<file path="config.mk">
export PLATFORM = sky130hd
export DESIGN_NAME = sram_ctrl
export DESIGN_NICKNAME = d
export VERILOG_FILES = /design/src/mem_pkg.sv /design/src/sram_ctrl.sv
export VERILOG_INCLUDE_DIRS = /design/src /design/src/src
export SDC_FILE = /design/constraint.sdc
export NUM_CORES = 1
export LEC_CHECK = 0
export ABC_AREA = 1
export BUFFER_PORTS_ARGS = -buffer_cell sky130_fd_sc_hd__buf_2
export CORE_ASPECT_RATIO = 0.9
export CORE_UTILIZATION = 38
export CTS_BUF_LIST = sky130_fd_sc_hd__clkbuf_4 sky130_fd_sc_hd__clkbuf_8
export DETAILED_ROUTE_END_ITERATION = 16
export GPL_ROUTABILITY_DRIVEN = 0
export PLACE_DENSITY = 0.87
export SYNTH_ARGS = -nofsm -noshare
export SYNTH_HDL_FRONTEND = slang
export SYNTH_SLANG_ARGS = --single-unit
</file>
<file path="constraint.sdc">
create_clock -name clk -period 2.4 [get_ports clk]
set_clock_uncertainty 0.1 [all_clocks]
set_input_delay 0.24 -clock clk [delete_from_list [all_inputs] [get_ports clk]]
set_output_delay 0.24 -clock clk [all_outputs]
set_load 0.02 [all_outputs]
</file>
<file path="src/mem_config.svh">
`ifndef MEM_CONFIG_SVH
`define MEM_CONFIG_SVH

// ~~~~~~~~~~~~~~~~~~~~~~~~~~~~~~~~~~~~~~~~~~~~~~~~~~~~~~~~~~~~
// Physical memory geometry
// ~~~~~~~~~~~~~~~~~~~~~~~~~~~~~~~~~~~~~~~~~~~~~~~~~~~~~~~~~~~~

// Word offset inside one 4K segment
`define MEM_OFS_BITS 12

// Physical segment bits in use, 64 segments of 4K words
`define MEM_PHY_BITS 6

// SRAM word address = physical segment + offset
`define MEM_ADDR_BITS (`MEM_OFS_BITS + `MEM_PHY_BITS)

// Logical segments, 16 blocks of 16 segments
`define MEM_MAP_ENTRIES 256

// ~~~~~~~~~~~~~~~~~~~~~~~~~~~~~~~~~~~~~~~~~~~~~~~~~~~~~~~~~~~~
// System bus
// ~~~~~~~~~~~~~~~~~~~~~~~~~~~~~~~~~~~~~~~~~~~~~~~~~~~~~~~~~~~~

`define MEM_BUS_TIMEOUT 32 // Cycles without ok before alarm

`endif

</file>
<file path="src/mem_pkg.sv">
`include "mem_config.svh"

package mem_pkg;

	typedef logic [15:0] word_t; // Bus data word
	typedef logic [15:0] addr_t; // Bus word address
	typedef logic [3:0] block_t; // Block number sent with every cycle
	typedef logic [7:0] seg_t; // Logical or physical segment
	typedef logic [`MEM_ADDR_BITS-1:0] sram_addr_t;

	// One bus cycle as driven by a requester
	typedef struct packed {
		logic rd;
		logic wr;
		logic cfg; // Memory configuration command
		block_t blk;
		addr_t ad;
		word_t dt;
	} bus_req_t;

	// Answer back to the requester
	typedef struct packed {
		logic ok; // Level, held until the strobe falls
		logic alarm; // Single cycle, no answer from memory
		word_t dt;
	} bus_rsp_t;

	// ~~~~~~~~~~~~~~~~~~~~~~~~~~~~~~~~~~~~~~~~~~~~~~~~~~~~~~~~~~~~
	// FSM states
	// ~~~~~~~~~~~~~~~~~~~~~~~~~~~~~~~~~~~~~~~~~~~~~~~~~~~~~~~~~~~~

	typedef enum logic [2:0] {
		ACC_IDLE, ACC_MAP, ACC_READ, ACC_WRITE, ACC_OK
	} acc_state_t;

	typedef enum logic [1:0] {CFG_IDLE, CFG_WRITE, CFG_OK} cfg_state_t;

	typedef enum logic [1:0] {ARB_IDLE, ARB_BUSY, ARB_RELEASE} arb_state_t;

endpackage

</file>
<file path="src/sram_ctrl.sv">
`timescale 1ns/1ns
`include "mem_config.svh"

module sram_ctrl (
	input logic clk,
	input logic rst,
	input mem_pkg::bus_req_t req,
	output mem_pkg::bus_rsp_t rsp,
	output logic map_wr_en,
	output mem_pkg::seg_t map_wr_seg,
	output mem_pkg::seg_t map_wr_phy,
	output mem_pkg::seg_t map_rd_seg,
	input mem_pkg::seg_t map_rd_phy,
	output mem_pkg::sram_addr_t sram_addr,
	output logic sram_we,
	output mem_pkg::word_t sram_wdata,
	input mem_pkg::word_t sram_rdata
);

	mem_pkg::acc_state_t acc_state;
	mem_pkg::cfg_state_t cfg_state;
	logic acc_ok;
	logic cfg_ok;
	logic unmapped;
	logic cfg_valid;
	mem_pkg::word_t rd_data;

	// ~~~~~~~~~~~~~~~~~~~~~~~~~~~~~~~~~~~~~~~~~~~~~~~~~~~~~~~~~~~~
	// Address translation
	// ~~~~~~~~~~~~~~~~~~~~~~~~~~~~~~~~~~~~~~~~~~~~~~~~~~~~~~~~~~~~

	// Logical segment = block number + top address nibble
	assign map_rd_seg = {req.blk, req.ad[15:`MEM_OFS_BITS]};
	assign unmapped = (map_rd_seg > 8'd1) && (map_rd_phy == '0);

	// Map output is registered, so the address settles during ACC_MAP
	assign sram_addr = {map_rd_phy[`MEM_PHY_BITS-1:0], req.ad[`MEM_OFS_BITS-1:0]};
	assign sram_we = (acc_state == mem_pkg::ACC_WRITE);
	assign sram_wdata = req.dt;

	// Configure takes block from dt[3:0] and segment from dt[15:12], physical from ad[8:1]
	assign cfg_valid = req.cfg && req.ad[0];
	assign map_wr_seg = {req.dt[3:0], req.dt[15:12]};
	assign map_wr_phy = req.ad[8:1];
	assign map_wr_en = (cfg_state == mem_pkg::CFG_WRITE);

	assign rsp = '{ok: acc_ok | cfg_ok, alarm: 1'b0, dt: rd_data};

	// ~~~~~~~~~~~~~~~~~~~~~~~~~~~~~~~~~~~~~~~~~~~~~~~~~~~~~~~~~~~~
	// Access FSM
	// ~~~~~~~~~~~~~~~~~~~~~~~~~~~~~~~~~~~~~~~~~~~~~~~~~~~~~~~~~~~~

	always_ff @(posedge clk) begin
		if (rst) begin
			acc_state <= mem_pkg::ACC_IDLE;
			acc_ok <= 1'b0;
		end else begin
			case (acc_state)
				mem_pkg::ACC_IDLE: begin
					if (req.rd || req.wr)
						acc_state <= mem_pkg::ACC_MAP;
				end
				mem_pkg::ACC_MAP: begin
					if (unmapped)
						acc_state <= mem_pkg::ACC_IDLE; // No answer so the bus times out
					else if (req.rd)
						acc_state <= mem_pkg::ACC_READ;
					else if (req.wr)
						acc_state <= mem_pkg::ACC_WRITE;
					else
						acc_state <= mem_pkg::ACC_IDLE;
				end
				mem_pkg::ACC_READ: begin
					acc_ok <= 1'b1;
					acc_state <= mem_pkg::ACC_OK;
				end
				mem_pkg::ACC_WRITE: begin
					acc_ok <= 1'b1;
					acc_state <= mem_pkg::ACC_OK;
				end
				mem_pkg::ACC_OK: begin
					// Hold ok until the requester lets go
					if (!req.rd && !req.wr) begin
						acc_ok <= 1'b0;
						acc_state <= mem_pkg::ACC_IDLE;
					end
				end
				default: acc_state <= mem_pkg::ACC_IDLE;
			endcase
		end
	end

	// Read word arrives from the array during ACC_READ
	always_ff @(posedge clk) begin
		if (acc_state == mem_pkg::ACC_READ)
			rd_data <= sram_rdata;
	end

	// ~~~~~~~~~~~~~~~~~~~~~~~~~~~~~~~~~~~~~~~~~~~~~~~~~~~~~~~~~~~~
	// Configure FSM
	// ~~~~~~~~~~~~~~~~~~~~~~~~~~~~~~~~~~~~~~~~~~~~~~~~~~~~~~~~~~~~

	always_ff @(posedge clk) begin
		if (rst) begin
			cfg_state <= mem_pkg::CFG_IDLE;
			cfg_ok <= 1'b0;
		end else begin
			case (cfg_state)
				mem_pkg::CFG_IDLE: begin
					if (cfg_valid)
						cfg_state <= mem_pkg::CFG_WRITE;
				end
				mem_pkg::CFG_WRITE: begin
					cfg_ok <= 1'b1; // Map write lands on this edge
					cfg_state <= mem_pkg::CFG_OK;
				end
				mem_pkg::CFG_OK: begin
					if (!req.cfg) begin
						cfg_ok <= 1'b0;
						cfg_state <= mem_pkg::CFG_IDLE;
					end
				end
				default: cfg_state <= mem_pkg::CFG_IDLE;
			endcase
		end
	end

	// SRAM writes only for a held write strobe to a mapped segment
	a_we_in_write: assert property (@(posedge clk) disable iff (rst)
		sram_we |-> req.wr && !unmapped);

endmodule

</file>
==> out/metrics.csv <==
stage;metric;value;unit
run_status;status;finished, final reports clean;
logic_synthesis;synth-xor-area-share;0;%
sta;finalHoldViolCount;0;
worst_setup_path;reg2reg_depth;3;
die;die_w;64.4;um
pwr;p_clk_share;27.5;%
sta;fmax;745;MHz
worst_setup_path;slowest_delay;0.31;ns
finish;finalNetCount;222;
cts;hold_buffers;0;
finish;area_growth;1.03;%
route;routed_wl;2250;um
global_route;grt_use_total;11.7;%
cts;cts.clk_slew.worst_paths;0.07;ns
route;drt_pass1_iterations;2;
logic_synthesis;synth_top_area_share;36.1;%
global_route;gr-max-usage-layer;met2;
cts;clk_path_buf_depth;2;
sta;min_period;1.34;ns
worst_setup_path;ff2ff_setup_slack;1.14;ns
pwr;leakagePower;0.650;nW
global_route;use_met1;12.2;%
sta;grt_setup_unrepaired;false;
worst_setup_path;worst-path-buf-inv;1;
global_route;grt_max_degree;17;
pwr;sw_frac_of_total;24.2;%
logic_synthesis;yosys.cell_types.count;17;
logic_synthesis;ys_seq_area_share;46.7;%
cts;root_buffer;clkbuf_8;
logic_synthesis;synth.area.mux_share;0;%
hold_path;hp-start;sram_rdata[7];
cts;cts_buffers;3;
pwr;p_sw;203;uW
route;drc;0;
finish;diodes;0;
logic_synthesis;synth-adder-area-share;0;%
die;die_height;58.1;um
die;coreArea;3350;um^2
placement;hpwl;2030;um
cts;post_cts_buffers;0;
finish;instances_no_fill;200;
global_route;grt_pass1_vias;710;
worst_setup_path;crit_slowest_cell;dfxtp_1;
global_route;grt-ovfl-total;0;
die;initial_core_util;39.7;%
route;viasPerCell;4.10;
logic_synthesis;synth_compound_area_share;2.92;%
sta;post-route-period-util;56.0;%
route;wl_per_cell;11.3;um
global_route;met2_usage;20.5;%
cts;insertion_delay;0.25;ns
logic_synthesis;synth_area;1330;um^2
worst_setup_path;critPathLaunchType;flop;
worst_setup_path;crit_family;flip-flops;
logic_synthesis;synth_cells;141;
global_route;grt_pass1_wl;3260;um
finish;drive_above_1_share;52.6;%
logic_synthesis;synth.avg_cell_area;9.43;um^2
worst_setup_path;crit_fanout;2;
sta;setup_violations;0;
pwr;pwr-share-seq;55.0;%
cts;htreeDepth;1;
worst_setup_path;cp.required;2.06;ns
cts;clock_sinks;23;
route;final_antenna_net_count;0;
worst_setup_path;rr_endpoint;rd_data[2];
hold_path;min_path_type;in2reg;
job;max_cap_viol_count;0;
cts;cts_resized;0;
finish;seq_area;621;um^2
logic_synthesis;yosysTopAreaCell;edfxtp_1;
hold_path;min_path_cells;1;
global_route;grt_antenna_before_repair;0;
die;io_pins;143;
finish;nFillCells;345;
worst_setup_path;cp-end-kind;output port;
route;drt_iter0_drc;50;
die;fp.dieArea;3740;um^2
logic_synthesis;synth-simple-area-share;12.9;%
pwr;p_comb_share;17.5;%
pwr;ir_drop;199;uV
placement;io_buffers;69;
hold_path;holdPathEnd;rd_data[7];
pwr;p_int;636;uW
sta;maxSlewViolCount;0;
route;num_vias;820;
finish;final_common_cell;buf_2;
sta;totalNegativeSetupSlack;0;ns
placement;placed_cells;196;
logic_synthesis;ys_warn_count;0;
logic_synthesis;synth_nets;206;
worst_setup_path;crit_arrival;1.00;ns
pwr;power_density;624;nW/um^2
logic_synthesis;synth_top_family_by_area;buffers and inverters;
global_route;grt.met3_usage;5.31;%
worst_setup_path;reg2reg_from;acc_state[1];
cts;cts_tree;built;
worst_setup_path;path_class;reg2out;
die;num_rows;20;
finish;final_cell_mix;buf_2 (69), edfxtp_1 (16), nand2_1 (15);
logic_synthesis;synthTopCellsByArea;edfxtp_1 (36%), buf_4 (33%), dfxtp_1 (11%);
finish;multi_input_area;214;um^2
worst_setup_path;cp_cell_sequence;or2_2, buf_2;
logic_synthesis;ys_ff_latch;23;
==> stage by stage <==
| stage | setup WS (ns) | utilization [%] | hold slack [ns] | area [um^2] | total power, mW |
|---|---|---|---|---|---|
| 6_report | 1.06 | 40.1 | 0.0620 | 1340 | 0.839 |
| 2_1_floorplan | 0.717 | - | 0.202 | 1330 | 0.676 |
| 3_3_place_gp | 1.17 | 38.6 | 0.306 | 1290 | 0.616 |
| 5_1_grt | 0.998 | 40.1 | 0.0517 | 1340 | 0.879 |
| 3_5_place_dp | 1.15 | 38.6 | 0.320 | 1290 | 0.619 |
| 4_1_cts | 1.04 | 40.1 | 0.0572 | 1340 | 0.848 |
==> power by group through the flow <==
stage | sequential [mW] | clock, mW | combinational (mW)
global route | 0.463 | 0.254 | 0.161
floorplan | 0.485 | 0 | 0.191
detailed placement | 0.470 | 0 | 0.149
global placement | 0.469 | 0 | 0.147
finish | 0.461 | 0.231 | 0.147
CTS | 0.461 | 0.238 | 0.149
==> how the worst max path moves through the flow <==
stage / from / endpoint / slack, ns / cells after the start
2_1_floorplan: acc_state[1] / rd_data[0] / 0.72 / 2
3_3_place_gp: acc_state[1] / rd_data[0] / 1.17 / 3
3_5_place_dp: acc_state[1] / rd_data[3] / 1.15 / 3
4_1_cts: acc_ok / rsp[17] / 1.04 / 2
5_1_grt: acc_state[1] / sram_we / 1.0 / 3
6_report: acc_ok / rsp[17] / 1.06 / 2
==> kinds of logic (layout without fill, tap and decap cells) <==
group,Yosys count,after routing
other,1,1
buffers and inverters,73,88
AO/OA/AOI/OAI,6,6
AND/OR/NAND/NOR,38,38
flip-flops,23,23
==> layer usage <==
layer	vias to the layer above	part of all wire [%]
li1	408	-
met1	322	35
met2	84	48
met3	6	16
met4	0	0.76
met5	-	0
==> sequential cells by signal (all words and copies together) (netlist names) <==
| name | count |
|---|---|
| rd_data | 16 |
| acc_state | 3 |
| cfg_state | 2 |
| acc_ok | 1 |
| cfg_ok | 1 |
==> area by class of cell <==
class | instances | share of cell area [%]
Sequential cell | 23 | 46.2
Timing Repair Buffer | 70 | 26.3
Inverter | 14 | 3.91
Tap cell | 44 | 4.10
Clock buffer | 4 | 3.63
Multi-Input combinational cell | 45 | 15.9
==> synthesized netlist by cell type (all sizes together) <==
master / instances
buf: 59
edfxtp: 16
nand2: 16
inv: 14
nor2: 14
dfxtp: 7
a21oi: 4
nor3: 4
nand3: 3
a31oi: 1
conb: 1
o21ai: 1
or2: 1
Note: power is estimated with default switching activity, not from simulation.
