### config.mk
export PLATFORM = sky130hd
export DESIGN_NAME = bus_arbiter
export DESIGN_NICKNAME = d
export VERILOG_FILES = /design/src/mem_pkg.sv /design/src/bus_arbiter.sv
export VERILOG_INCLUDE_DIRS = /design/src /design/src/src
export SDC_FILE = /design/constraint.sdc
export NUM_CORES = 1
export LEC_CHECK = 0
export ABC_AREA = 0
export BUFFER_PORTS_ARGS = -buffer_cell sky130_fd_sc_hd__buf_2
export CORE_MARGIN = 5
export CORE_UTILIZATION = 34
export CTS_CLUSTER_DIAMETER = 60
export DETAILED_ROUTE_END_ITERATION = 12
export GPL_TIMING_DRIVEN = 0
export PLACE_DENSITY_LB_ADDON = 0.12
export RECOVER_POWER = 100
export SETUP_SLACK_MARGIN = 0.05
export SYNTH_ARGS = -nofsm -noshare
export SYNTH_HDL_FRONTEND = slang
export SYNTH_SLANG_ARGS = --single-unit
### constraint.sdc
create_clock -name clk -period 2.1 [get_ports clk]
set_input_delay 0.105 -clock clk [delete_from_list [all_inputs] [get_ports clk]]
set_output_delay 0.105 -clock clk [all_outputs]
set_load 0.03 [all_outputs]
### src/mem_config.svh
`ifndef MEM_CONFIG_SVH
`define MEM_CONFIG_SVH

// ~~~~~~~~~~~~~~~~~~~~~~~~~~~~~~~~~~~~~~~~~~~~~~~~~~~~~~~~~~~~
// Physical memory geometry
// ~~~~~~~~~~~~~~~~~~~~~~~~~~~~~~~~~~~~~~~~~~~~~~~~~~~~~~~~~~~~

// Word offset inside one 4K segment
`define MEM_OFS_BITS 12

// Physical segment bits in use, 64 segments of 4K words
`define MEM_PHY_BITS 6

// SRAM word address = physical segment + offset
`define MEM_ADDR_BITS (`MEM_OFS_BITS + `MEM_PHY_BITS)

// Logical segments, 16 blocks of 16 segments
`define MEM_MAP_ENTRIES 256

// ~~~~~~~~~~~~~~~~~~~~~~~~~~~~~~~~~~~~~~~~~~~~~~~~~~~~~~~~~~~~
// System bus
// ~~~~~~~~~~~~~~~~~~~~~~~~~~~~~~~~~~~~~~~~~~~~~~~~~~~~~~~~~~~~

`define MEM_BUS_TIMEOUT 32 // Cycles without ok before alarm

`endif

### src/mem_pkg.sv
`include "mem_config.svh"

package mem_pkg;

	typedef logic [15:0] word_t; // Bus data word
	typedef logic [15:0] addr_t; // Bus word address
	typedef logic [3:0] block_t; // Block number sent with every cycle
	typedef logic [7:0] seg_t; // Logical or physical segment
	typedef logic [`MEM_ADDR_BITS-1:0] sram_addr_t;

	// One bus cycle as driven by a requester
	typedef struct packed {
		logic rd;
		logic wr;
		logic cfg; // Memory configuration command
		block_t blk;
		addr_t ad;
		word_t dt;
	} bus_req_t;

	// Answer back to the requester
	typedef struct packed {
		logic ok; // Level, held until the strobe falls
		logic alarm; // Single cycle, no answer from memory
		word_t dt;
	} bus_rsp_t;

	// ~~~~~~~~~~~~~~~~~~~~~~~~~~~~~~~~~~~~~~~~~~~~~~~~~~~~~~~~~~~~
	// FSM states
	// ~~~~~~~~~~~~~~~~~~~~~~~~~~~~~~~~~~~~~~~~~~~~~~~~~~~~~~~~~~~~

	typedef enum logic [2:0] {
		ACC_IDLE, ACC_MAP, ACC_READ, ACC_WRITE, ACC_OK
	} acc_state_t;

	typedef enum logic [1:0] {CFG_IDLE, CFG_WRITE, CFG_OK} cfg_state_t;

	typedef enum logic [1:0] {ARB_IDLE, ARB_BUSY, ARB_RELEASE} arb_state_t;

endpackage

### src/bus_arbiter.sv
`timescale 1ns/1ns
`include "mem_config.svh"

module bus_arbiter (
	input logic clk,
	input logic rst,
	input mem_pkg::bus_req_t req_cpu,
	input mem_pkg::bus_req_t req_chan,
	output mem_pkg::bus_rsp_t rsp_cpu,
	output mem_pkg::bus_rsp_t rsp_chan,
	output mem_pkg::bus_req_t mem_req,
	input mem_pkg::bus_rsp_t mem_rsp
);

	localparam int TMR_BITS = $clog2(`MEM_BUS_TIMEOUT + 1);

	mem_pkg::arb_state_t state;
	logic gnt_chan; // Owner of the bus, 0 = processor
	logic last_chan; // Owner of the previous cycle
	logic [TMR_BITS-1:0] timer;
	logic alarm_q;
	logic ask_cpu;
	logic ask_chan;
	logic held;

	assign ask_cpu = req_cpu.rd | req_cpu.wr | req_cpu.cfg;
	assign ask_chan = req_chan.rd | req_chan.wr | req_chan.cfg;
	assign held = gnt_chan ? ask_chan : ask_cpu; // Granted strobe still up

	always_ff @(posedge clk) begin
		if (rst) begin
			state <= mem_pkg::ARB_IDLE;
			gnt_chan <= 1'b0;
			last_chan <= 1'b1; // Processor wins the first tie
			timer <= '0;
			alarm_q <= 1'b0;
		end else begin
			alarm_q <= 1'b0;
			case (state)
				mem_pkg::ARB_IDLE: begin
					if (ask_cpu || ask_chan) begin
						// On a tie the port not served last wins
						gnt_chan <= ask_chan && (!ask_cpu || !last_chan);
						timer <= TMR_BITS'(`MEM_BUS_TIMEOUT - 1);
						state <= mem_pkg::ARB_BUSY;
					end
				end
				mem_pkg::ARB_BUSY: begin
					if (!held) begin
						last_chan <= gnt_chan;
						state <= mem_pkg::ARB_IDLE;
					end else if (!mem_rsp.ok) begin
						if (timer == '0) begin
							alarm_q <= 1'b1; // Nobody answered
							state <= mem_pkg::ARB_RELEASE;
						end else begin
							timer <= timer - 1'b1;
						end
					end
				end
				mem_pkg::ARB_RELEASE: begin
					last_chan <= gnt_chan; // Requester drops its strobe now
					state <= mem_pkg::ARB_IDLE;
				end
				default: state <= mem_pkg::ARB_IDLE;
			endcase
		end
	end

	assign mem_req = (state == mem_pkg::ARB_BUSY) ? (gnt_chan ? req_chan : req_cpu) : '0;

	// Answer goes to the owner only
	always_comb begin
		rsp_cpu = '0;
		rsp_chan = '0;
		if (state == mem_pkg::ARB_BUSY) begin
			if (gnt_chan)
				rsp_chan = mem_rsp;
			else
				rsp_cpu = mem_rsp;
		end
		if (alarm_q) begin
			if (gnt_chan)
				rsp_chan.alarm = 1'b1;
			else
				rsp_cpu.alarm = 1'b1;
		end
	end

	// The controller only answers while a port owns the bus
	a_ok_granted: assert property (@(posedge clk) disable iff (rst)
		mem_rsp.ok |-> state == mem_pkg::ARB_BUSY);

endmodule

==> key figures, run 1 <==
Timing
  • Number of max-slew violations in the final report: 0
  • Achievable clock frequency: roughly 530 MHz
  • Post-Route Setup TNS: 0 ns
  • Actual transition at the worst max-transition pin: 0.767 ns
  • Shortest period the worst path allows: between 1.5 and 2 ns
  • Share of the clock period used by the worst path after layout: 89.4%
  • Clock Skew: roughly 0.0011 ns
  • Number of setup violations in the final report: 0
  • Final count of hold timing violations: 0
  • Worst path setup slack after routing: 0.222 ns
  • Worst relative slew slack: 48.5%
  • RSZ-0062 raised after global routing: no
  • Worst Hold Slack: 0.230 ns

Yosys
  • Synthesized flop and latch total: 11
  • Post-synthesis cell type with the largest combined area: sky130_fd_sc_hd__mux2i_1
  • Average instance area after synthesis: 7.43 µm²
  • Synthesized net count: 300
  • Distinct cell type count of the synthesized netlist: a little over 40
  • Proportion of netlist area held by the largest area contributor: 27.0%
  • Register area share after synthesis: 14.8%
  • Post-synth ARST share: 0%
  • Mapped Cells: 200
  • Area of the mapped netlist: 1490 µm²
  • Most used DFF post-synth: sky130_fd_sc_hd__dfxtp_1
  • Number of warnings reported in the yosys synthesis log: 0
  • Post-synth EDFFs: 0
  • Biggest area contributors in the synthesized netlist: sky130_fd_sc_hd__mux2i_1, sky130_fd_sc_hd__dfxtp_1, sky130_fd_sc_hd__nor2_1

Floorplan
  • Initial standard-cell utilization of the core: ~35%
  • Core Region: ~4300 µm²
  • Number of placement rows: 24
  • Vertical die dimension: 76.1 µm
  • Top-Level Pins: 173
  • Floorplan die width: 76.1 µm
  • Area of the die: 5790 µm²

Clock tree
  • Post-CTS clock slew at the launch and capture registers of the worst setup and hold paths: roughly 0.050 ns
  • Clock Tree Root: sky130_fd_sc_hd__clkbuf_8
  • Source-to-sink clock delay at the later pin of the worst-skew pair: 0.24 ns
  • Number of setup buffers added after CTS: 0
  • CTS tree: built
  • Inserted Clock Buffers: 3
  • Number of H-tree branching levels: 1
  • CTS sink count: 11
  • Hold-fix buffers at CTS: 0
  • Maximum clock insertion buffer count: 2
  • Number of gates given a new drive strength after cts: 1

Cells and area
  • Final layout net count: 477
  • Area added between synthesis and finish: 63.0%
  • Total inserted antenna cells: 0
  • Count of fill cells added during filler insertion: 454
  • Share of layout cells above drive strength 1: about 46%

Drt
  • Drt initial violations: 42
  • Drt total wl: between 5 and 6 mm
  • Wire length per cell: about 13 µm
  • Via count normalized by instance count: 4.76
  • ANT nets after route: 0
  • Number of search-and-repair iterations in the first detailed-routing pass: 5
  • Drt drc: 0
  • Total vias in the final route: roughly 2,000

Pwr
  • Pwr dens: 480 nW/µm²
  • Total power after layout: 1.16 mW
  • Worst supply voltage drop on vdd: 197 µV
  • Leakage Power: 1.28 nW

Global route
  • Wire length of the first global-routing pass: 9.25 mm
  • GRT Residual Overflow: 0
  • Maximum number of pins on one net before global-route repair: 11
  • Number of antenna violations at the first check in global routing: 0
  • Global routing usage summed across all routing layers: 18.3%
  • Number of global-route vias before repair: 1,962

Critical path
  • CP Data Arrival Time: 1.77 ns
  • Critical Path End Type: output port
  • Type of element launching the critical path: flip-flop
  • Path type of the worst setup path: flip-flop to output port
  • Highest fanout seen on the critical path: 10
  • Data required time of the worst path: about 2 ns

Job
  • Max-cap violation count: 0

Placed design
  • Worst-case setup slack after placement: 0.234 ns
  • DPL Wire Length: 4.76 mm
  • Final weighted congestion of routability-driven global placement: 0.825
  • Port bufs: 172

Run status
  • Status: completed

Min path
  • Worst hold path type: input port to flip-flop
flip-flops by register name, indices dropped and copies added, names as in the netlist:
name / cells
gnt_chan: 1
alarm_q: 1
state: 2
last_chan: 1
timer: 6
metrics by stage:
step | instances | area [µm²] | util (%)
2_1_floorplan | 200 | 1490 | -
3_3_place_gp | 424 | 2410 | 56.1
3_5_place_dp | 424 | 2410 | 56.1
4_1_cts | 428 | 2460 | 57.2
5_1_grt | 428 | 2420 | 56.4
6_report | 428 | 2420 | 56.4
cell usage in the layout, fill, tap and decap left out, types with 2 or more instances in the layout:
cell and n:
sky130_fd_sc_hd__buf_2 103, sky130_fd_sc_hd__clkbuf_2 53, sky130_fd_sc_hd__nor2_1 45, sky130_fd_sc_hd__mux2i_1 40, sky130_fd_sc_hd__clkbuf_1 32, sky130_fd_sc_hd__and2_1 17
sky130_fd_sc_hd__and3_1 17, sky130_fd_sc_hd__dfxtp_1 11, sky130_fd_sc_hd__nor3_1 7, sky130_fd_sc_hd__nand2_1 5, sky130_fd_sc_hd__clkbuf_8 4, sky130_fd_sc_hd__a21oi_1 3
sky130_fd_sc_hd__a31oi_1 3, sky130_fd_sc_hd__o21a_1 3, sky130_fd_sc_hd__inv_1 2, sky130_fd_sc_hd__nand2b_1 2, sky130_fd_sc_hd__or3_4 2, sky130_fd_sc_hd__o21ai_0 2
sky130_fd_sc_hd__nor3b_1 2, sky130_fd_sc_hd__o211a_1 2, sky130_fd_sc_hd__ha_1 2
layout make-up:
class	count	area (µm²)	share of cell area, %
Multi-Input combinational cell	169	1150	47.5
Inverter	2	7.51	0.310
Timing Repair Buffer	172	832	34.4
Clock buffer	4	45.0	1.86
Buffer	18	101	4.19
Tap cell	52	65.1	2.69
Sequential cell	11	220	9.10
synth_stat cells, types with 2 or more instances:
library cell                n
sky130_fd_sc_hd__nand2_1    5
sky130_fd_sc_hd__o21a_1     3
sky130_fd_sc_hd__and2_1    17
sky130_fd_sc_hd__o21ai_0    2
sky130_fd_sc_hd__buf_1      2
sky130_fd_sc_hd__nand2b_1   2
sky130_fd_sc_hd__a31oi_1    3
sky130_fd_sc_hd__or3_4      2
sky130_fd_sc_hd__nor3b_1    2
sky130_fd_sc_hd__nor2_1    46
sky130_fd_sc_hd__a21oi_1    3
sky130_fd_sc_hd__dfxtp_1   11
sky130_fd_sc_hd__clkbuf_1   8
sky130_fd_sc_hd__and3_1    17
sky130_fd_sc_hd__o211a_1    2
sky130_fd_sc_hd__nor3_1     7
sky130_fd_sc_hd__buf_2      3
sky130_fd_sc_hd__mux2i_1   40
sky130_fd_sc_hd__ha_1       2
sky130_fd_sc_hd__inv_1      2
worst max-delay path: stages (launching register included):
cell	delay [ns]
sky130_fd_sc_hd__dfxtp_1	0.34
sky130_fd_sc_hd__buf_8	0.13
sky130_fd_sc_hd__clkbuf_1	0.48
sky130_fd_sc_hd__mux2i_1	0.16
sky130_fd_sc_hd__nor2_1	0.10
sky130_fd_sc_hd__clkbuf_1	0.32
where the power goes:
group	total [mW]	internal [mW]	switching [mW]	leakage [nW]
Combinational	0.689	0.253	0.435	1.17
Sequential	0.249	0.229	0.0198	0.0909
Clock	0.224	0.134	0.0895	0.0228
Total	1.16	0.617	0.545	1.28
path summary, 6_finish.rpt:
path	slack [ns]	startpoint	cells past startpoint	to
max	0.22	gnt_chan	5	mem_req[3]
min	0.23	rst	3	timer[5]
max reg2reg	0.26	timer[2]	6	timer[4]
min reg2reg	0.54	timer[1]	1	timer[1]
cell families after synthesis:
family	Yosys count	share of synthesized area (%)
fa+ha+maj	2	1.68
flops	11	14.8
simple gates	106	37.4
compound gates	19	9.86
mux	42	28.6
buf+inv	20	7.58
routing by layer:
layer | vias up | GRT usage [%] | routed length [µm]
li1 | 1045 | - | -
met1 | 871 | 22.0 | 2340
met2 | 114 | 32.4 | 2690
met3 | 9 | 3.66 | 510
met4 | 0 | 5.24 | 91
met5 | - | 0 | 0
(Power assumes the default switching activity.)
==> run 2, diff against run 1 <==
--- a/config.mk
+++ b/config.mk
@@ -7,12 +7,13 @@
 export NUM_CORES = 1
 export LEC_CHECK = 0
 export ABC_AREA = 0
-export BUFFER_PORTS_ARGS = -buffer_cell sky130_fd_sc_hd__buf_2
-export CORE_MARGIN = 5
-export CORE_UTILIZATION = 34
+export CORE_AREA = 2 2 67 69
 export CTS_CLUSTER_DIAMETER = 60
 export DETAILED_ROUTE_END_ITERATION = 12
+export DIE_AREA = 0 0 69 71
+export DONT_BUFFER_PORTS = 1
 export GPL_TIMING_DRIVEN = 0
+export HOLD_SLACK_MARGIN = 0.05
 export PLACE_DENSITY_LB_ADDON = 0.12
 export RECOVER_POWER = 100
 export SETUP_SLACK_MARGIN = 0.05
==> key figures, run 2 (same netlist as run 1, synthesis figures left out) <==
Critical path
  • Type of element launching the critical path: flip-flop
  • Critical Path End Type: output port
  • Data required time of the worst path: 2.00 ns (about the same)
  • Largest stage delay, worst path: 0.52 ns (+0.04 ns)
  • Top delay family on crit path: buffers and inverters
  • Slowest cell on the critical path: sky130_fd_sc_hd__clkbuf_1
  • Cells traversed along the worst timing path: buf_8 > clkbuf_1 > mux2i_1 > nor2_1
  • Bufs and invs on worst path: 2 (-1)
  • Path type of the worst setup path: flip-flop to output port
  • CP Data Arrival Time: 1.87 ns (+0.10 ns)
  • Highest fanout seen on the critical path: 10 (unchanged)
  • Worst reg-to-reg setup slack: 0.26 ns (about the same)

Global route
  • Maximum number of pins on one net before global-route repair: 11 (unchanged)
  • Wire length of the first global-routing pass: 7.01 mm (-24%)
  • Met3 usage in global routing: 8.12% (+4.5 points)
  • Number of antenna violations at the first check in global routing: 0 (unchanged)
  • GRT busiest layer: met2
  • Met2 layer usage reported by global route: 30.2% (-2.2 points)
  • Global routing usage summed across all routing layers: 17.5% (-0.79 points)
  • Met1 track utilization from global routing: 19.3% (-2.6 points)
  • GRT Residual Overflow: 0 (unchanged)
  • Number of global-route vias before repair: 1,406 (-28%)

Cells and area
  • Area added between synthesis and finish: 7.33%
  • Final layout net count: 305 (-36%)
  • Final core utilization: 37.9% (-18 points)
  • Most frequent cells in the layout: sky130_fd_sc_hd__nor2_1, sky130_fd_sc_hd__mux2i_1, sky130_fd_sc_hd__and3_1
  • Area taken by flip-flops and latches: 220 µm² (unchanged)
  • Registers with the most flip-flops: timer: 6 flops, state: 2 flops
  • Total inserted antenna cells: 0 (unchanged)
  • Number of flip-flops in the largest register: 6 (unchanged)
  • Share of layout cells above drive strength 1: 13.7% (-32 points)
  • Largest register by flop count: timer
  • Multi-input gate area in the final layout: 1150 µm² (+0.33%)
  • Count of fill cells added during filler insertion: 432 (-4.8%)
  • Most common library cell in the layout ignoring fill and taps: sky130_fd_sc_hd__nor2_1

Placed design
  • DPL Wire Length: 3.95 mm (-17%)
  • Port bufs: 0 (-100%)
  • Final weighted congestion of routability-driven global placement: 0.828 (+0.35%)
  • Worst-case setup slack after placement: 0.257 ns (+0.0230 ns)

Timing
  • Number of max-slew violations in the final report: 0 (unchanged)
  • Clock Skew: 0.00619 ns (+0.00513 ns)
  • Number of setup violations in the final report: 0 (unchanged)
  • Final count of hold timing violations: 0 (unchanged)
  • Post-Route Setup TNS: 0 ns (unchanged)
  • Share of the clock period used by the worst path after layout: 94.2% (+4.8 points)
  • Actual transition at the worst max-transition pin: 0.733 ns (-0.0343 ns)
  • Shortest period the worst path allows: 1.98 ns (+0.100 ns)
  • Worst path setup slack after routing: 0.122 ns (-0.100 ns)
  • RSZ-0062 raised after global routing: yes
  • Achievable clock frequency: 506 MHz (-5.1%)
  • Worst relative slew slack: 50.8% (+2.3 points)

Clock tree
  • Source-to-sink clock delay at the later pin of the worst-skew pair: 0.24 ns (about the same)
  • Clock Tree Root: sky130_fd_sc_hd__clkbuf_8
  • Maximum clock insertion buffer count: 2 (unchanged)
  • Post-CTS clock slew at the launch and capture registers of the worst setup and hold paths: 0.05 ns (about the same)
  • Number of H-tree branching levels: 1 (unchanged)
  • Number of setup buffers added after CTS: 0 (unchanged)
  • Number of gates given a new drive strength after cts: 6 (+5)
  • CTS tree: built
  • Inserted Clock Buffers: 3 (unchanged)
  • CTS sink count: 11 (unchanged)
  • Hold-fix buffers at CTS: 0 (unchanged)

Floorplan
  • Core Region: 4200 µm² (-2.1%)
  • Top-Level Pins: 173 (unchanged)
  • Area of the die: 4900 µm² (-15%)
  • Initial standard-cell utilization of the core: 35.3% (+0.74 points)
  • Vertical die dimension: 71 µm (-6.7%)
  • Floorplan die width: 69 µm (-9.3%)
  • Number of placement rows: 24 (unchanged)

Drt
  • Drt drc: 0 (unchanged)
  • Drt total wl: 4.74 mm (-16%)
  • ANT nets after route: 0 (unchanged)
  • Number of search-and-repair iterations in the first detailed-routing pass: 4 (-1)
  • Drt initial violations: 19 (-55%)
  • Total vias in the final route: 1,471 (-28%)
  • Via count normalized by instance count: 5.75 (+21%)
  • Wire length per cell: 18.5 µm (+41%)

Pwr
  • Worst supply voltage drop on vdd: 202 µV (+2.9%)
  • Pwr dens: 624 nW/µm² (+30%)
  • Leakage Power: 0.637 nW (-50%)

Min path
  • Worst hold path type: input port to flip-flop

Run status
  • Status: completed

Job
  • Max-cap violation count: 0 (unchanged)
[run 2: changes by cell type in the layout (fill, tap and decap cells not counted), sizes merged]
cell,before,now
buf,105,7
clkbuf,89,15
[run 2: area by class of cell]
cell class	count	area share [%]
buffer	18	6.44
sequential	11	13.8
multi-input combinational	169	72.4
tap	52	4.08
clock buffer	4	2.83
inverter	2	0.471
[run 2: through the flow]
stage	cell area [µm²]	power, mW	hold WS (ns)	std cells
after detailed placement	1550	0.786	0.348	252
final	1590	0.995	0.0940	256
after floorplan	1490	0.722	0.322	200
after global routing	1590	1.04	0.117	256
after CTS	1600	1.01	0.0930	256
after global placement	1550	0.777	0.336	252
[run 2: metal layers]
| layer | up-vias | routed length [µm] |
|---|---|---|
| met5 | - | 0 |
| met4 | 0 | 61 |
| met3 | 6 | 618 |
| met2 | 100 | 2280 |
| met1 | 663 | 1780 |
| li1 | 702 | - |
[run 2: worst paths after layout]
kind | cells after the start | end | startpoint
max reg2reg | 6 | timer[4] | timer[2]
min reg2reg | 2 | timer[5] | timer[5]
max | 4 | mem_req[35] | gnt_chan
min | 2 | timer[5] | rst
[run 2: power by group]
group	internal [mW]	switching [mW]	total [mW]
logic	0.138	0.390	0.528
clock network	0.134	0.0841	0.218
registers	0.230	0.0207	0.250
total	0.501	0.494	0.995
==> run 3, diff against run 2 <==
==> constraint.sdc (replaced) <==
create_clock -name clk -period 2 [get_ports clk]
set_input_delay 0.1 -clock clk [delete_from_list [all_inputs] [get_ports clk]]
set_output_delay 0.1 -clock clk [all_outputs]
set_load 0.03 [all_outputs]
==> key figures, run 3 (same netlist as run 1, synthesis figures left out) <==
Cells and area
  • Most frequent cells in the layout: sky130_fd_sc_hd__mux2i_1, sky130_fd_sc_hd__nor2_1, sky130_fd_sc_hd__dfxtp_1
  • Multi-input gate area in the final layout: 1180 µm² (+2.7%)
  • Area added between synthesis and finish: 9.77%
  • Final standard cell count with taps included and fillers excluded: 256 (unchanged)
  • Largest register by flop count: timer
  • Area taken by flip-flops and latches: 220 µm² (unchanged)
  • Number of flip-flops in the largest register: 6 (unchanged)
  • Total inserted antenna cells: 0 (unchanged)
  • Post-route cell area: 1630 µm² (+2.3%)
  • Registers with the most flip-flops: timer: 6 flops, state: 2 flops
  • Share of layout cells above drive strength 1: 22.1% (+8.3 points)
  • Final layout net count: 305 (unchanged)
  • Final core utilization: 38.8% (+0.86 points)
  • Count of fill cells added during filler insertion: 442 (+2.3%)
  • Most common library cell in the layout ignoring fill and taps: sky130_fd_sc_hd__mux2i_1

Global route
  • Number of antenna violations at the first check in global routing: 0 (unchanged)
  • Global routing usage summed across all routing layers: 17.6% (+0.089 points)
  • Wire length of the first global-routing pass: 7.06 mm (+0.68%)
  • Number of global-route vias before repair: 1,410 (+0.28%)
  • GRT Residual Overflow: 0 (unchanged)
  • Maximum number of pins on one net before global-route repair: 11 (unchanged)

Pwr
  • Worst supply voltage drop on vdd: 213 µV (+5.0%)
  • Leakage Power: 0.637 nW (about the same)
  • Total power after layout: 1.06 mW (+6.0%)
  • Pwr dens: 647 nW/µm² (+3.6%)

Placed design
  • Port bufs: 0 (unchanged)
  • Worst-case setup slack after placement: 0.162 ns (-0.0950 ns)
  • Final weighted congestion of routability-driven global placement: 0.828 (unchanged)
  • Placed Cells incl. Taps: 252 (unchanged)
  • Cell area after placement: 1550 µm² (unchanged)
  • DPL Wire Length: 3.95 mm (unchanged)

Clock tree
  • CTS sink count: 11 (unchanged)
  • Number of setup buffers added after CTS: 0 (unchanged)
  • Hold-fix buffers at CTS: 0 (unchanged)
  • Number of H-tree branching levels: 1 (unchanged)
  • CTS tree: built
  • Inserted Clock Buffers: 3 (unchanged)
  • Source-to-sink clock delay at the later pin of the worst-skew pair: 0.24 ns (about the same)
  • Clock Tree Root: sky130_fd_sc_hd__clkbuf_8
  • Maximum clock insertion buffer count: 2 (unchanged)
  • Post-CTS clock slew at the launch and capture registers of the worst setup and hold paths: 0.06 ns (about the same)

Drt
  • Total vias in the final route: 1,478 (+0.48%)
  • Via count normalized by instance count: 5.77 (+0.48%)
  • Drt drc: 0 (unchanged)
  • Drt initial violations: 28 (+9)
  • Drt total wl: 4.85 mm (+2.4%)
  • ANT nets after route: 0 (unchanged)
  • Wire length per cell: 19.0 µm (+2.4%)
  • Number of search-and-repair iterations in the first detailed-routing pass: 4 (unchanged)

Critical path
  • Data required time of the worst path: 1.90 ns (-0.10 ns)
  • Path type of the worst setup path: flip-flop to output port
  • CP Data Arrival Time: 1.73 ns (-0.14 ns)
  • Highest fanout seen on the critical path: 10 (unchanged)
  • Type of element launching the critical path: flip-flop
  • Critical Path End Type: output port

Timing
  • Worst path setup slack after routing: 0.166 ns (+0.0440 ns)
  • Post-Route Setup TNS: 0 ns (unchanged)
  • Number of setup violations in the final report: 0 (unchanged)
  • Share of the clock period used by the worst path after layout: 91.7%
  • Clock Skew: 0.00754 ns (+0.00135 ns)
  • Worst Hold Slack: 0.0922 ns (-0.00180 ns)
  • Worst relative slew slack: 50.8% (+0.092 points)
  • Shortest period the worst path allows: 1.83 ns
  • RSZ-0062 raised after global routing: yes
  • Final count of hold timing violations: 0 (unchanged)
  • Actual transition at the worst max-transition pin: 0.732 ns (-0.00137 ns)
  • Achievable clock frequency: 545 MHz
  • Number of max-slew violations in the final report: 0 (unchanged)

Floorplan
  • Top-Level Pins: 173 (unchanged)
  • Core Region: 4200 µm² (unchanged)
  • Initial standard-cell utilization of the core: 35.3% (unchanged)
  • Floorplan die width: 69 µm (unchanged)
  • Area of the die: 4900 µm² (unchanged)
  • Vertical die dimension: 71 µm (unchanged)
  • Number of placement rows: 24 (unchanged)

Run status
  • Status: completed

Min path
  • Worst hold path type: input port to flip-flop

Job
  • Max-cap violation count: 0 (unchanged)
-- run 3: power by group --
part | internal (mW) | total [mW] | switching (mW)
Sequential | 0.241 | 0.263 | 0.0222
Combinational | 0.149 | 0.563 | 0.414
Clock | 0.140 | 0.229 | 0.0887
-- run 3: per-layer routing --
layer	up-vias	share of wire (%)	global-route usage [%]
met2	102	48	30.3
met3	8	13	8.12
met5	-	0	0
met1	665	37	19.5
li1	703	-	-
met4	0	1.7	4.79
-- run 3: worst paths after layout --
check / startpoint / cells past startpoint / slack [ns] / end
max: state[1] / 5 / 0.17 / mem_req[36]
min: rst / 2 / 0.09 / timer[5]
max reg2reg: timer[4] / 6 / 0.17 / timer[4]
min reg2reg: timer[1] / 1 / 0.55 / timer[1]
-- run 3: what timing repair did --
item                                    CTS  global route
resized for setup                         7            37
endpoints found under the setup margin   21            30
cloned                                    0             0
-- run 3: area by class of cell --
cell class / instances / share of cell area [%]
plain buffers: 18 / 6.60
clock buffers: 4 / 2.76
inverters: 2 / 0.460
multi-input cells: 169 / 72.7
flip-flops and latches: 11 / 13.5
well taps: 52 / 3.99
-- run 3: worst max-delay path, cell delays in order (launching register included) --
cell	delay (ns)
sky130_fd_sc_hd__dfxtp_1	0.36
sky130_fd_sc_hd__nand2b_1	0.16
sky130_fd_sc_hd__buf_2	0.19
sky130_fd_sc_hd__buf_2	0.20
sky130_fd_sc_hd__clkbuf_4	0.22
sky130_fd_sc_hd__nor2_2	0.35
